--- src/rtl/cheriot_rf_pkg.sv ---
// Shared definitions for the capability register file subsystem
// Register file sizes, heap and revocation map constants,
// capability and walker control records, walker state encoding

`default_nettype none

package cheriot_rf_pkg;

  //////////////////////////////////////////////////////////////////////
  // Sizes and address map
  //////////////////////////////////////////////////////////////////////

  localparam int unsigned NREGS    = 16;
  localparam int unsigned RegAddrW = 4;

  localparam logic [31:0] HeapBase = 32'h2001_0000;

  // One map bit per 8-byte granule, 32 bits per map word
  localparam int unsigned TSMapWords = 64;
  localparam int unsigned TSMapAddrW = 6;
  localparam int unsigned MapBitLsb  = 3;
  localparam int unsigned MapWordLsb = 8;

  // Heap spans 16 KB
  localparam logic [31:0] HeapSize = 32'(TSMapWords << MapWordLsb);
  localparam logic [31:0] HeapTop  = HeapBase + HeapSize;

  //////////////////////////////////////////////////////////////////////
  // Records and encodings
  //////////////////////////////////////////////////////////////////////

  typedef struct packed {
    logic        tag;
    logic [5:0]  perms;
    logic [31:0] base;
  } reg_cap_t;

  typedef struct packed {
    logic                start;
    logic [RegAddrW-1:0] first_reg;
    logic [RegAddrW-1:0] last_reg;
  } tbre_ctrl_t;

  typedef enum logic [2:0] {
    TBRE_IDLE,
    TBRE_SCAN,
    TBRE_LOOKUP,
    TBRE_REVOKE,
    TBRE_DONE
  } tbre_state_e;

endpackage

`default_nettype wire

--- src/rtl/cap_regfile.sv ---
// Capability register file
// Data word and capability record per register, two read ports,
// a scan read port, one write port and the ready scoreboard

`timescale 1ns/1ps
`default_nettype none

module cap_regfile (
  input  logic                                clk_i,
  input  logic                                rst_ni,

  // Read ports
  input  logic [cheriot_rf_pkg::RegAddrW-1:0] raddr_a_i,
  output logic [31:0]                         rdata_a_o,
  output cheriot_rf_pkg::reg_cap_t            rcap_a_o,
  input  logic [cheriot_rf_pkg::RegAddrW-1:0] raddr_b_i,
  output logic [31:0]                         rdata_b_o,
  output cheriot_rf_pkg::reg_cap_t            rcap_b_o,
  input  logic [cheriot_rf_pkg::RegAddrW-1:0] scan_addr_i,
  output cheriot_rf_pkg::reg_cap_t            scan_cap_o,

  // Write port
  input  logic                                we_i,
  input  logic [cheriot_rf_pkg::RegAddrW-1:0] waddr_i,
  input  logic [31:0]                         wdata_i,
  input  cheriot_rf_pkg::reg_cap_t            wcap_i,

  // Reserve and revoke from the walker
  input  logic                                trsv_en_i,
  input  logic [cheriot_rf_pkg::RegAddrW-1:0] trsv_addr_i,
  input  logic                                trvk_en_i,
  input  logic [cheriot_rf_pkg::RegAddrW-1:0] trvk_addr_i,
  input  logic                                trvk_clrtag_i,
  output logic [cheriot_rf_pkg::NREGS-1:0]    reg_rdy_o
);
  import cheriot_rf_pkg::*;

  logic [31:0]      data_q [NREGS];
  reg_cap_t         cap_q  [NREGS];
  logic [NREGS-1:0] rdy_q;
  logic [NREGS-1:0] we_dec;
  logic [NREGS-1:0] rsv_dec;
  logic [NREGS-1:0] rvk_dec;

  // Per-register strobes, entry 0 never selected so it stays zero
  always_comb begin
    we_dec  = '0;
    rsv_dec = '0;
    rvk_dec = '0;
    for (int i = 1; i < NREGS; i++) begin
      we_dec[i]  = we_i && (waddr_i == RegAddrW'(i));
      rsv_dec[i] = trsv_en_i && (trsv_addr_i == RegAddrW'(i));
      rvk_dec[i] = trvk_en_i && (trvk_addr_i == RegAddrW'(i));
    end
  end

  // External write wins over a tag clear to the same entry
  always_ff @(posedge clk_i or negedge rst_ni) begin
    if (!rst_ni) begin
      for (int i = 0; i < NREGS; i++) begin
        data_q[i] <= '0;
        cap_q[i]  <= '0;
      end
    end else begin
      for (int i = 0; i < NREGS; i++) begin
        if (we_dec[i]) begin
          data_q[i] <= wdata_i;
          cap_q[i]  <= wcap_i;
        end else if (rvk_dec[i] && trvk_clrtag_i) begin
          cap_q[i].tag <= 1'b0;
        end
      end
    end
  end

  // Scoreboard
  always_ff @(posedge clk_i or negedge rst_ni) begin
    if (!rst_ni) begin
      rdy_q <= '1;
    end else begin
      for (int i = 0; i < NREGS; i++) begin
        if (rvk_dec[i]) begin
          rdy_q[i] <= 1'b1;
        end else if (rsv_dec[i]) begin
          rdy_q[i] <= 1'b0;
        end
      end
    end
  end

  assign reg_rdy_o = rdy_q;

  assign rdata_a_o  = data_q[raddr_a_i];
  assign rcap_a_o   = cap_q[raddr_a_i];
  assign rdata_b_o  = data_q[raddr_b_i];
  assign rcap_b_o   = cap_q[raddr_b_i];
  assign scan_cap_o = cap_q[scan_addr_i];

endmodule

`default_nettype wire

--- src/rtl/tbre_walker.sv ---
// Background revocation walker
// Steps through a register range, reserves each tagged heap capability,
// looks it up in the revocation map and revokes it

`timescale 1ns/1ps
`default_nettype none

module tbre_walker (
  input  logic                                clk_i,
  input  logic                                rst_ni,
  input  cheriot_rf_pkg::tbre_ctrl_t          ctrl_i,

  // Register file side
  output logic [cheriot_rf_pkg::RegAddrW-1:0] scan_addr_o,
  input  cheriot_rf_pkg::reg_cap_t            scan_cap_i,
  output logic                                trsv_en_o,
  output logic [cheriot_rf_pkg::RegAddrW-1:0] trsv_addr_o,
  output logic                                trvk_en_o,
  output logic [cheriot_rf_pkg::RegAddrW-1:0] trvk_addr_o,
  output logic                                trvk_clrtag_o,

  // Map port side
  output logic                                lookup_req_o,
  output logic [31:0]                         lookup_base_o,
  input  logic                                lookup_valid_i,
  input  logic                                lookup_revoked_i,

  output logic                                active_o,
  output logic                                done_o
);
  import cheriot_rf_pkg::*;

  tbre_state_e         state_q, state_d;
  logic [RegAddrW-1:0] cur_q, cur_d;
  logic [RegAddrW-1:0] last_q, last_d;
  logic                revoked_q;
  logic                in_heap;
  logic                needs_check;
  logic                at_last;

  assign in_heap     = (scan_cap_i.base >= HeapBase) && (scan_cap_i.base < HeapTop);
  assign needs_check = scan_cap_i.tag && in_heap && (cur_q != '0);
  assign at_last     = (cur_q == last_q);

  always_comb begin
    state_d      = state_q;
    cur_d        = cur_q;
    last_d       = last_q;
    trsv_en_o    = 1'b0;
    trvk_en_o    = 1'b0;
    lookup_req_o = 1'b0;
    done_o       = 1'b0;

    unique case (state_q)
      TBRE_IDLE: begin
        if (ctrl_i.start) begin
          cur_d  = ctrl_i.first_reg;
          last_d = ctrl_i.last_reg;
          // Empty range finishes at once
          state_d = (ctrl_i.first_reg > ctrl_i.last_reg) ? TBRE_DONE : TBRE_SCAN;
        end
      end
      TBRE_SCAN: begin
        if (needs_check) begin
          trsv_en_o    = 1'b1;
          lookup_req_o = 1'b1;
          state_d      = TBRE_LOOKUP;
        end else if (at_last) begin
          state_d = TBRE_DONE;
        end else begin
          cur_d = cur_q + 1'b1;
        end
      end
      // Map answer comes on the second cycle here
      TBRE_LOOKUP: begin
        if (lookup_valid_i) begin
          state_d = TBRE_REVOKE;
        end
      end
      TBRE_REVOKE: begin
        trvk_en_o = 1'b1;
        if (at_last) begin
          state_d = TBRE_DONE;
        end else begin
          cur_d   = cur_q + 1'b1;
          state_d = TBRE_SCAN;
        end
      end
      TBRE_DONE: begin
        done_o  = 1'b1;
        state_d = TBRE_IDLE;
      end
      default: state_d = TBRE_IDLE;
    endcase
  end

  always_ff @(posedge clk_i or negedge rst_ni) begin
    if (!rst_ni) begin
      state_q   <= TBRE_IDLE;
      cur_q     <= '0;
      last_q    <= '0;
      revoked_q <= 1'b0;
    end else begin
      state_q <= state_d;
      cur_q   <= cur_d;
      last_q  <= last_d;
      if (lookup_valid_i) begin
        revoked_q <= lookup_revoked_i;
      end
    end
  end

  assign scan_addr_o   = cur_q;
  assign trsv_addr_o   = cur_q;
  assign trvk_addr_o   = cur_q;
  assign trvk_clrtag_o = revoked_q;
  assign lookup_base_o = scan_cap_i.base;
  assign active_o      = (state_q != TBRE_IDLE);

endmodule

`default_nettype wire

--- src/rtl/tsmap_port.sv ---
// Revocation map port
// Heap offset to map word address, registered memory request,
// selection of the revocation bit from the returned word

`timescale 1ns/1ps
`default_nettype none

module tsmap_port (
  input  logic                                  clk_i,
  input  logic                                  rst_ni,

  input  logic                                  lookup_req_i,
  input  logic [31:0]                           lookup_base_i,
  output logic                                  lookup_valid_o,
  output logic                                  lookup_revoked_o,

  output logic                                  tsmap_cs_o,
  output logic [cheriot_rf_pkg::TSMapAddrW-1:0] tsmap_addr_o,
  input  logic [31:0]                           tsmap_rdata_i
);
  import cheriot_rf_pkg::*;

  logic [31:0]                       heap_offset;
  logic                              cs_q;
  logic                              valid_q;
  logic [TSMapAddrW-1:0]             addr_q;
  logic [MapWordLsb-MapBitLsb-1:0]   bit_idx_q;

  // Granule index split into word and bit within the word
  assign heap_offset = lookup_base_i - HeapBase;

  always_ff @(posedge clk_i or negedge rst_ni) begin
    if (!rst_ni) begin
      cs_q    <= 1'b0;
      valid_q <= 1'b0;
    end else begin
      cs_q    <= lookup_req_i;
      valid_q <= cs_q;
    end
  end

  // Held until the word returns
  always_ff @(posedge clk_i) begin
    if (lookup_req_i) begin
      addr_q    <= heap_offset[MapWordLsb +: TSMapAddrW];
      bit_idx_q <= heap_offset[MapWordLsb-1:MapBitLsb];
    end
  end

  assign tsmap_cs_o   = cs_q;
  assign tsmap_addr_o = addr_q;

  // Word arrives the cycle after the chip select
  assign lookup_valid_o   = valid_q;
  assign lookup_revoked_o = valid_q & tsmap_rdata_i[bit_idx_q];

endmodule

`default_nettype wire

--- src/rtl/cheriot_rf_top.sv ---
// Top level of the capability register file subsystem
// Register file, revocation walker and map port, plus the
// core-busy register and the sleep output

`timescale 1ns/1ps
`default_nettype none

module cheriot_rf_top (
  input  logic                                  clk_i,
  input  logic                                  rst_ni,

  input  logic                                  core_busy_i,
  input  logic                                  irq_pending_i,
  output logic                                  core_sleep_o,

  // Pipeline write port
  input  logic                                  rf_we_i,
  input  logic [cheriot_rf_pkg::RegAddrW-1:0]   rf_waddr_i,
  input  logic [31:0]                           rf_wdata_i,
  input  cheriot_rf_pkg::reg_cap_t              rf_wcap_i,

  // Pipeline read ports
  input  logic [cheriot_rf_pkg::RegAddrW-1:0]   rf_raddr_a_i,
  output logic [31:0]                           rf_rdata_a_o,
  output cheriot_rf_pkg::reg_cap_t              rf_rcap_a_o,
  input  logic [cheriot_rf_pkg::RegAddrW-1:0]   rf_raddr_b_i,
  output logic [31:0]                           rf_rdata_b_o,
  output cheriot_rf_pkg::reg_cap_t              rf_rcap_b_o,
  output logic [cheriot_rf_pkg::NREGS-1:0]      reg_rdy_o,

  // Revocation control and map memory
  input  cheriot_rf_pkg::tbre_ctrl_t            tbre_ctrl_i,
  output logic                                  tbre_done_o,
  output logic                                  tsmap_cs_o,
  output logic [cheriot_rf_pkg::TSMapAddrW-1:0] tsmap_addr_o,
  input  logic [31:0]                           tsmap_rdata_i
);
  import cheriot_rf_pkg::*;

  logic                core_busy_q;
  logic                tbre_active;

  logic [RegAddrW-1:0] scan_addr;
  reg_cap_t            scan_rdata;
  logic                trsv_en;
  logic [RegAddrW-1:0] trsv_addr;
  logic                trvk_en;
  logic [RegAddrW-1:0] trvk_addr;
  logic                trvk_clrtag;

  logic                lookup_req;
  logic [31:0]         lookup_base;
  logic                lookup_valid;
  logic                lookup_revoked;

  //////////////////////////////////////////////////////////////////////
  // Sleep indication
  //////////////////////////////////////////////////////////////////////

  always_ff @(posedge clk_i or negedge rst_ni) begin
    if (!rst_ni) begin
      core_busy_q <= 1'b0;
    end else begin
      core_busy_q <= core_busy_i;
    end
  end

  // Awake while the core, an interrupt or the walker needs the clock
  assign core_sleep_o = ~(core_busy_q | irq_pending_i | tbre_active);

  //////////////////////////////////////////////////////////////////////
  // Blocks
  //////////////////////////////////////////////////////////////////////

  cap_regfile u_cap_regfile (
    .clk_i        (clk_i),
    .rst_ni       (rst_ni),
    .raddr_a_i    (rf_raddr_a_i),
    .rdata_a_o    (rf_rdata_a_o),
    .rcap_a_o     (rf_rcap_a_o),
    .raddr_b_i    (rf_raddr_b_i),
    .rdata_b_o    (rf_rdata_b_o),
    .rcap_b_o     (rf_rcap_b_o),
    .scan_addr_i  (scan_addr),
    .scan_cap_o   (scan_rdata),
    .we_i         (rf_we_i),
    .waddr_i      (rf_waddr_i),
    .wdata_i      (rf_wdata_i),
    .wcap_i       (rf_wcap_i),
    .trsv_en_i    (trsv_en),
    .trsv_addr_i  (trsv_addr),
    .trvk_en_i    (trvk_en),
    .trvk_addr_i  (trvk_addr),
    .trvk_clrtag_i(trvk_clrtag),
    .reg_rdy_o    (reg_rdy_o)
  );

  tbre_walker u_tbre_walker (
    .clk_i           (clk_i),
    .rst_ni          (rst_ni),
    .ctrl_i          (tbre_ctrl_i),
    .scan_addr_o     (scan_addr),
    .scan_cap_i      (scan_rdata),
    .trsv_en_o       (trsv_en),
    .trsv_addr_o     (trsv_addr),
    .trvk_en_o       (trvk_en),
    .trvk_addr_o     (trvk_addr),
    .trvk_clrtag_o   (trvk_clrtag),
    .lookup_req_o    (lookup_req),
    .lookup_base_o   (lookup_base),
    .lookup_valid_i  (lookup_valid),
    .lookup_revoked_i(lookup_revoked),
    .active_o        (tbre_active),
    .done_o          (tbre_done_o)
  );

  tsmap_port u_tsmap_port (
    .clk_i           (clk_i),
    .rst_ni          (rst_ni),
    .lookup_req_i    (lookup_req),
    .lookup_base_i   (lookup_base),
    .lookup_valid_o  (lookup_valid),
    .lookup_revoked_o(lookup_revoked),
    .tsmap_cs_o      (tsmap_cs_o),
    .tsmap_addr_o    (tsmap_addr_o),
    .tsmap_rdata_i   (tsmap_rdata_i)
  );

endmodule

`default_nettype wire

--- config.mk ---
export PLATFORM = sky130hd
export DESIGN_NAME = cheriot_rf_top
export DESIGN_NICKNAME = d
export VERILOG_FILES = /design/src/rtl/cheriot_rf_pkg.sv /design/src/rtl/cap_regfile.sv /design/src/rtl/tbre_walker.sv /design/src/rtl/tsmap_port.sv /design/src/rtl/cheriot_rf_top.sv
export SDC_FILE = /design/constraint.sdc
export NUM_CORES = 2
export LEC_CHECK = 0
export BUFFER_PORTS_ARGS = -buffer_cell sky130_fd_sc_hd__buf_2
export CAP_MARGIN = 20
export CORE_MARGIN = 4
export CORE_UTILIZATION = 34
export DETAILED_ROUTE_END_ITERATION = 6
export HOLD_SLACK_MARGIN = 0.08
export PLACE_DENSITY_LB_ADDON = 0.12
export REMOVE_ABC_BUFFERS = 1
export SLEW_MARGIN = 25
export SYNTH_ARGS = -nofsm -noshare
export SYNTH_HDL_FRONTEND = slang
export SYNTH_SLANG_ARGS = --single-unit
export TNS_END_PERCENT = 30
--- constraint.sdc ---
create_clock -name clk_i -period 5 [get_ports clk_i]
set_clock_uncertainty 0.2 [all_clocks]
set_input_delay 0.75 -clock clk_i [delete_from_list [all_inputs] [get_ports clk_i]]
set_output_delay 0.75 -clock clk_i [all_outputs]
set_load 0.03 [all_outputs]
### After elaboration in Yosys (flattened, before gate mapping)

Index checks and enable logic that the tools add are counted.

| word-level totals | value |
|---|---|
| logic and storage cells | 331 |
| output and inout bits | 167 |
| bits in latches | 0 |
| bits in read-only memories | 0 |
| bits in registers | 1106 |
| memories kept | 0 |
| bits in writable memories | 0 |

| cells by class | value |
|---|---|
| mux-type cells | 92 |
| bitwise gates (word level) | 7 |
| equality and inequality tests | 39 |
| add/subtract/negate cells | 2 |
| shift-type cells | 0 |
| multiply operators | 0 |
| divide/modulo/power cells | 0 |
| reductions and logical operators | 100 |
| magnitude comparators | 7 |

Operators with widths:

| kind | count |
|---|---|
| 39-bit binary-select mux with 4-bit select | 3 |
| 32-bit binary-select mux with 4-bit select | 2 |
| 39-bit two-way mux | 6 |
| 32-bit two-way mux | 4 |
| 1-bit two-way mux | 65 |
| 4-bit == test, second input constant | 16 |
| 1-bit logical AND | 63 |
| 2-bit nonzero test | 30 |
| 4-bit by 3-bit == test with 1-bit output, second input constant | 8 |
| 32-bit by 30-bit >= comparator with 1-bit output, second input constant | 1 |
| 32-bit by 30-bit less-than comparator with 1-bit output, second input constant | 1 |
| 3-bit two-way mux | 6 |
| 4-bit by 2-bit == test with 1-bit output, second input constant | 4 |
| 5-bit >= comparator, second input constant | 3 |
| 4-bit inverter with 5-bit output | 3 |
| 14-bit by 1-bit subtractor with 14-bit output, second input constant | 1 |
| 4-bit two-way mux | 3 |
| 3-bit case mux with 4 select lines | 1 |
| 4-bit case mux with 3 select lines | 1 |
| 4-bit by 1-bit == test with 1-bit output, second input constant | 2 |
| 3-bit by 2-bit == test with 1-bit output, second input constant | 2 |
| 5-bit by 6-bit less-than comparator with 1-bit output, second input constant | 1 |
| 2-bit inequality test, second input constant | 3 |
| 3-bit AND reduction | 2 |
| 14 further kinds | 16 |

### Logic depth before layout (Yosys ltp)

| logic depth | value |
|---|---|
| word-level depth | 13 |
| depth in mapped cells | 13 |

### Hierarchy

Synthesis repeated with hierarchy kept, for this count alone.

| unflattened totals | value |
|---|---|
| cell total of the unflattened synthesis | 4335 |
| area total of the unflattened synthesis | 63662.3 um2 |

Modules (own cells, without submodules):

| module | seq. area each (um2) | instances | area an instance (um2) | cells an instance |
|---|---|---|---|---|
| cap_regfile | 27044.7 | 1 | 61700.4 | 4157 |
| tbre_walker | 300.3 | 1 | 1226.2 | 140 |
| tsmap_port | 380.4 | 1 | 700.7 | 36 |
| cheriot_rf_top | 25.0 | 1 | 35.0 | 2 |

### Least setup slack after synthesis

Ideal clock, no wire load.

| path | value |
|---|---|
| path kind | input -> output |
| start point | input port rf_raddr_a_i[0] in the netlist's numbering |
| end point | output port rf_rcap_a_o[10] in the netlist's numbering |
| buffers on the path | 3 |
| arrival | 2.969 ns |
| stages on the path | 5 |
| setup slack | 1.081 ns |
| cell sequence | clkbuf_1 -> clkbuf_1 -> buf_1 -> mux4_2 -> mux4_2 |

RTL lines:

| item | RTL line | text |
|---|---|---|
| from (decl) | cheriot_rf_top.sv:23 | `input logic [cheriot_rf_pkg::RegAddrW-1:0] rf_raddr_a_i,` |
| to (decl) | cheriot_rf_top.sv:25 | `output cheriot_rf_pkg::reg_cap_t rf_rcap_a_o,` |

### Final worst setup path

| path | value |
|---|---|
| start point | register u_tbre_walker.cur_q[0], in the netlist u_tbre_walker.scan_addr_o[0] |
| end point | register u_cap_regfile.rdy_q[14], in the netlist u_cap_regfile.reg_rdy_o[14] |

| on the way | value |
|---|---|
| word-level cells in the longest chain between the ends | 12 |
| elaborated cells between the ends (all ways) | 17 |
| those cells by class | order compare (2); eq/ne (1); mux (6); bitwise (1); reduce/logical (7) |

RTL lines:

| item | RTL line | text |
|---|---|---|
| from (decl) | tbre_walker.sv:34 | `logic [RegAddrW-1:0] cur_q, cur_d;` |
| from (signal assigned) | tbre_walker.sv:105 | `cur_q <= cur_d;` |
| 4-bit inverter with 5-bit output (implied by the code) | cap_regfile.sv:97 | `assign scan_cap_o = cap_q[scan_addr_i];` |
| 39-bit binary-select mux with 4-bit select | cap_regfile.sv:97 |  |
| 39-bit two-way mux (implied by the code) (2 in series) | cap_regfile.sv:97 |  |
| 32-bit by 30-bit >= comparator with 1-bit output or 32-bit by 30-bit less-than comparator with 1-bit output (tied branches) | tbre_walker.sv:41 | `assign in_heap = (scan_cap_i.base >= HeapBase) && (scan_cap_i.base < HeapTop);` |
| 1-bit logical AND | tbre_walker.sv:41 |  |
| 1-bit logical AND (2 in series) | tbre_walker.sv:42 | `assign needs_check = scan_cap_i.tag && in_heap && (cur_q != '0);` |
| 1-bit two-way mux | tbre_walker.sv:64 | `if (needs_check) begin` |
| 1-bit two-way mux | tbre_walker.sv:54 | `unique case (state_q)` |
| 1-bit logical AND | cap_regfile.sv:52 | `rsv_dec[i] = trsv_en_i && (trsv_addr_i == RegAddrW'(i));` |
| 2-bit nonzero test (no source line) | -- |  |
| to (signal assigned) | cap_regfile.sv:79 | `rdy_q <= '1;` |
| to (signal, indexed assignment) | cap_regfile.sv:83 | `rdy_q[i] <= 1'b1;` |
| to (signal, indexed assignment) | cap_regfile.sv:85 | `rdy_q[i] <= 1'b0;` |
| to (decl) | cap_regfile.sv:40 | `logic [NREGS-1:0] rdy_q;` |

Parallel ways exist; a longest one is shown, timed or not. The select of a mux whose other input is x is not followed.
A chain may end at the register's enable or synchronous reset.

==> summary.md <==
| Metric | Value |
|---|---|
| Global route overflow | `0` |
| RSZ-0062 raised after global routing | `no` |
| Worst slew pin tran | `between 1 and 1.5 ns` |
| Clock Root Buffer | `clkbuf_16` |
| Register bit total from synthesis | `approximately 1,100` |
| Max Cap Viol | `0` |
| Die width | `roughly 430 um` |
| Synth top area share | `between 40% and 50%` |
| Final Hold Vio Count | `0` |
| Initial Utilization | `between 30 and 40%` |
| WL per Instance | `31.8 um` |
| Clk sinks | `approximately 1,100` |
| Hold slack final | `0.158 ns` |
| CP max stage cell | `nor2b_1` |
| # port buffers | `approximately 300` |
| Relative slew slack | `between 20% and 30%` |
| Fin crit period | `between 4 and 5 ns` |
| Largest family of logic cells by synthesized area | `multiplexers` |
| Worst Setup SP | `u_tbre_walker.scan_addr_o[0]` |
| CTS buffer count | `around 140` |
| Post-CTS resize count | `0` |
| Reg2reg end | `u_cap_regfile.reg_rdy_o[14]` |
| Synth Flop Type | `dfrtp_1` |
| Commonest cells after routing, fill and taps aside | `mux2_2, dfrtp_1, mux4_2` |
| Vias | `about 38,000` |
| CP startpoint kind | `register` |
| Cts hold-fix bufs | `6` |
| CP max FO | `12` |
| Simple-gate area share of the yosys netlist | `roughly 2.1%` |
| Worst vdd ir | `between 0.0003 and 0.0004 V` |
| CP Data Arrival Time | `4.70 ns` |
| Final slew viol count | `0` |
| Worst Setup EP | `u_cap_regfile.reg_rdy_o[14]` |
| Post-route clock period utilization | `between 80% and 90%` |
| Status | `finished clean` |
| Crit-path cells | `buf_4 -> nor2b_1 -> a21oi_1 -> a22oi_1 -> a41oi_1 -> a2111o_1 -> a2111o_1 -> buf_4 -> o41ai_1 -> o21ai_1` |
| Routed Antenna Nets | `0` |
| Buf+Inv Stages, Crit Path | `2` |
| Yosys top cell by area | `dfrtp_1` |
| TritonRoute pass-1 iters | `5` |
| Mapped Avg Cell Area | `between 15 and 20 um2` |
| Critical Path Max Stage Delay | `0.78 ns` |
| Setup crit end kind | `register` |
| Overall Global Routing Usage | `22.4%` |
| Num ports | `~300` |
| Max Clk Rate | `237 MHz` |
| Initial antenna violation count | `24` |
| Core area | `around 180,000 um2` |
| Synth Instances | `between 3,000 and 4,000` |
| Worst skew pair latency | `0.78 ns` |
| Setup bufs post-CTS | `0` |
| Leakage power | `about 29 nW` |
| Nets | `about 4,200` |
| Crit Path Class | `register to register` |
| Xor/xnor share of the synthesized area | `less than 1%` |
| Global placement routability congestion | `0.811` |
| FFs w/ async S/R, synth | `99.0%` |
| Number of global-route vias before repair | `between 40,000 and 50,000` |
| CTS tree | `built` |
| Initial drt markers | `2,692` |
| Reg clk slew, reported paths | `0.06 ns` |
| Dpl hpwl | `between 100 and 150 mm` |
| Die area | `185,000 um2` |
| YS warnings | `0` |
| Routed wire length | `between 200 and 250 mm` |
| Commonest non-fill, non-tap cell in the layout | `mux2_2` |
| First-pass GRT wire length | `305 mm` |
| DRC | `0` |
| Cell family with most CP delay | `compound AO/OA/AOI/OAI gates` |
| Setup violators final | `0` |
| Share of layout cells above drive strength 1 | `approximately three fifths` |
| Synth top area cells | `dfrtp_1, mux4_2, mux2_2, clkbuf_1, a22o_1` |
| Rows | `around 150` |
| R2R cell count | `10` |
| Post-Synth Adder-Cell Area | `less than 1%` |
| Sequential-to-total area share from yosys stat | `between 40% and 50%` |
| Mapped cell area | `~61,000 um2` |
| Core Util, Final | `roughly 40%` |
| Clock buffer depth | `3` |
| H-Tree Depth | `4` |
| Reg2reg start | `u_tbre_walker.scan_addr_o[0]` |
| Total power | `around 33 mW` |
| Synth Area in Compound Gates | `about 3.5%` |
| Worst hold path class | `input port to register` |
| Pwr/cell area | `473 nW/um2` |
| Fin area | `between 70,000 and 80,000 um2` |
| Placed inst area | `between 60,000 and 70,000 um2` |
| EDFF count, synth | `11` |
| Largest net degree at the start of global routing | `100` |
| R2R Setup Slk | `between 0.7 and 0.8 ns` |
| CP Depth | `10` |
| Post-synthesis mux area share | `a little under half` |
| Area delta synth->final | `16.2%` |
| Synth cell types | `58` |
| CP required | `around 5.5 ns` |
| Die height | `430 um` |
| DR vias/cell | `a little under 6` |
==> tightest hold or removal path, delay by kind of cell <==
kind,cells,cell delay (ns)
AND/OR/NAND/NOR,1,0.14
buffers and inverters,1,0.12
AO/OA/AOI/OAI,1,0.07
==> area by class of cell <==
cell class | instances | area (um2)
timing repair buffer | 451 | 3600
tap | 2340 | 2930
multi-input combinational | 2378 | 31300
fill | 16486 | 106000
antenna | 7 | 17.5
inverter | 16 | 60.1
clock buffer | 202 | 4040
sequential | 1106 | 27800
clock inverter | 50 | 621
==> cells in the mapped netlist (11+ instances only) <==
master and instances:
nor3_1 21, buf_1 52, mux2i_1 16, o41ai_1 14, dfstp_2 15, a21oi_1 12, nor4_1 18, buf_2 12
nor2_1 52, a22o_1 141, edfxtp_1 11, mux4_2 625, nand2_1 80, clkbuf_1 332, a31oi_1 11, o21ai_1 13
dfrtp_1 1080, nand3_1 24, inv_1 14, mux2_2 1190, o21ai_0 46
==> state kept, by name, indices dropped and copies added (netlist names) <==
register                     count
u_cap_regfile.reg_rdy_o         15
u_tsmap_port.bit_idx_q           5
u_tsmap_port.lookup_valid_o      1
u_tbre_walker.scan_addr_o        4
u_tbre_walker.last_q             4
u_tsmap_port.tsmap_cs_o          1
u_tsmap_port.tsmap_addr_o        6
u_cap_regfile.data_q           480
core_busy_q                      1
u_tbre_walker.state_q            3
u_cap_regfile.cap_q            585
u_tbre_walker.trvk_clrtag_o      1
==> stage by stage <==
stage                     TNS [ns]  setup WS (ns)  instances
after global placement           0          0.913       6282
after CTS                        0          0.770       6543
after detailed placement         0          0.782       6285
final                            0          0.777       6550
after floorplan             -10.63         -0.651       3500
after global routing             0          0.589       6546
==> routing by layer <==
layer | track usage [%] | wire length, um | vias up
met4 | 5.53 | 4660 | 8
li1 | - | - | 15834
met1 | 30.4 | 91200 | 21281
met2 | 37.8 | 103000 | 1008
met5 | 0 | 43 | -
met3 | 3.50 | 8860 | 272
==> worst min-delay path by stage <==
| stage | startpoint | to | slack, ns | cells after the start |
|---|---|---|---|---|
| after floorplan | u_tsmap_port.lookup_valid_o | u_tbre_walker.trvk_clrtag_o | 0.24 | 1 |
| after detailed placement | u_tsmap_port.tsmap_cs_o | u_tsmap_port.lookup_valid_o | 0.17 | 0 |
| after CTS | rf_wcap_i[38] | u_cap_regfile.cap_q[428] | 0.09 | 3 |
| after global placement | u_tsmap_port.tsmap_cs_o | u_tsmap_port.lookup_valid_o | 0.18 | 0 |
| after global routing | tbre_ctrl_i[4] | u_tbre_walker.scan_addr_o[0] | 0.12 | 2 |
| final | tbre_ctrl_i[7] | u_tbre_walker.scan_addr_o[3] | 0.16 | 3 |
==> kinds of logic after synthesis <==
kind of cell	after synthesis
muxes	1831
DFF	1106
buffers and inverters	417
AOI/OAI and AO/OA	277
and+or+nand+nor	257
adders and majority gates	8
xor gates and xnor gates	4
other	1
==> report_power, final <==
group | switching (mW) | leakage [nW] | internal (mW)
registers | 1.97 | 13.5 | 11.2
logic | 4.61 | 12.9 | 5.15
clock network | 4.20 | 2.30 | 6.14
total | 10.8 | 28.7 | 22.5
No activity file was read; power rests on OpenSTA's default activity.
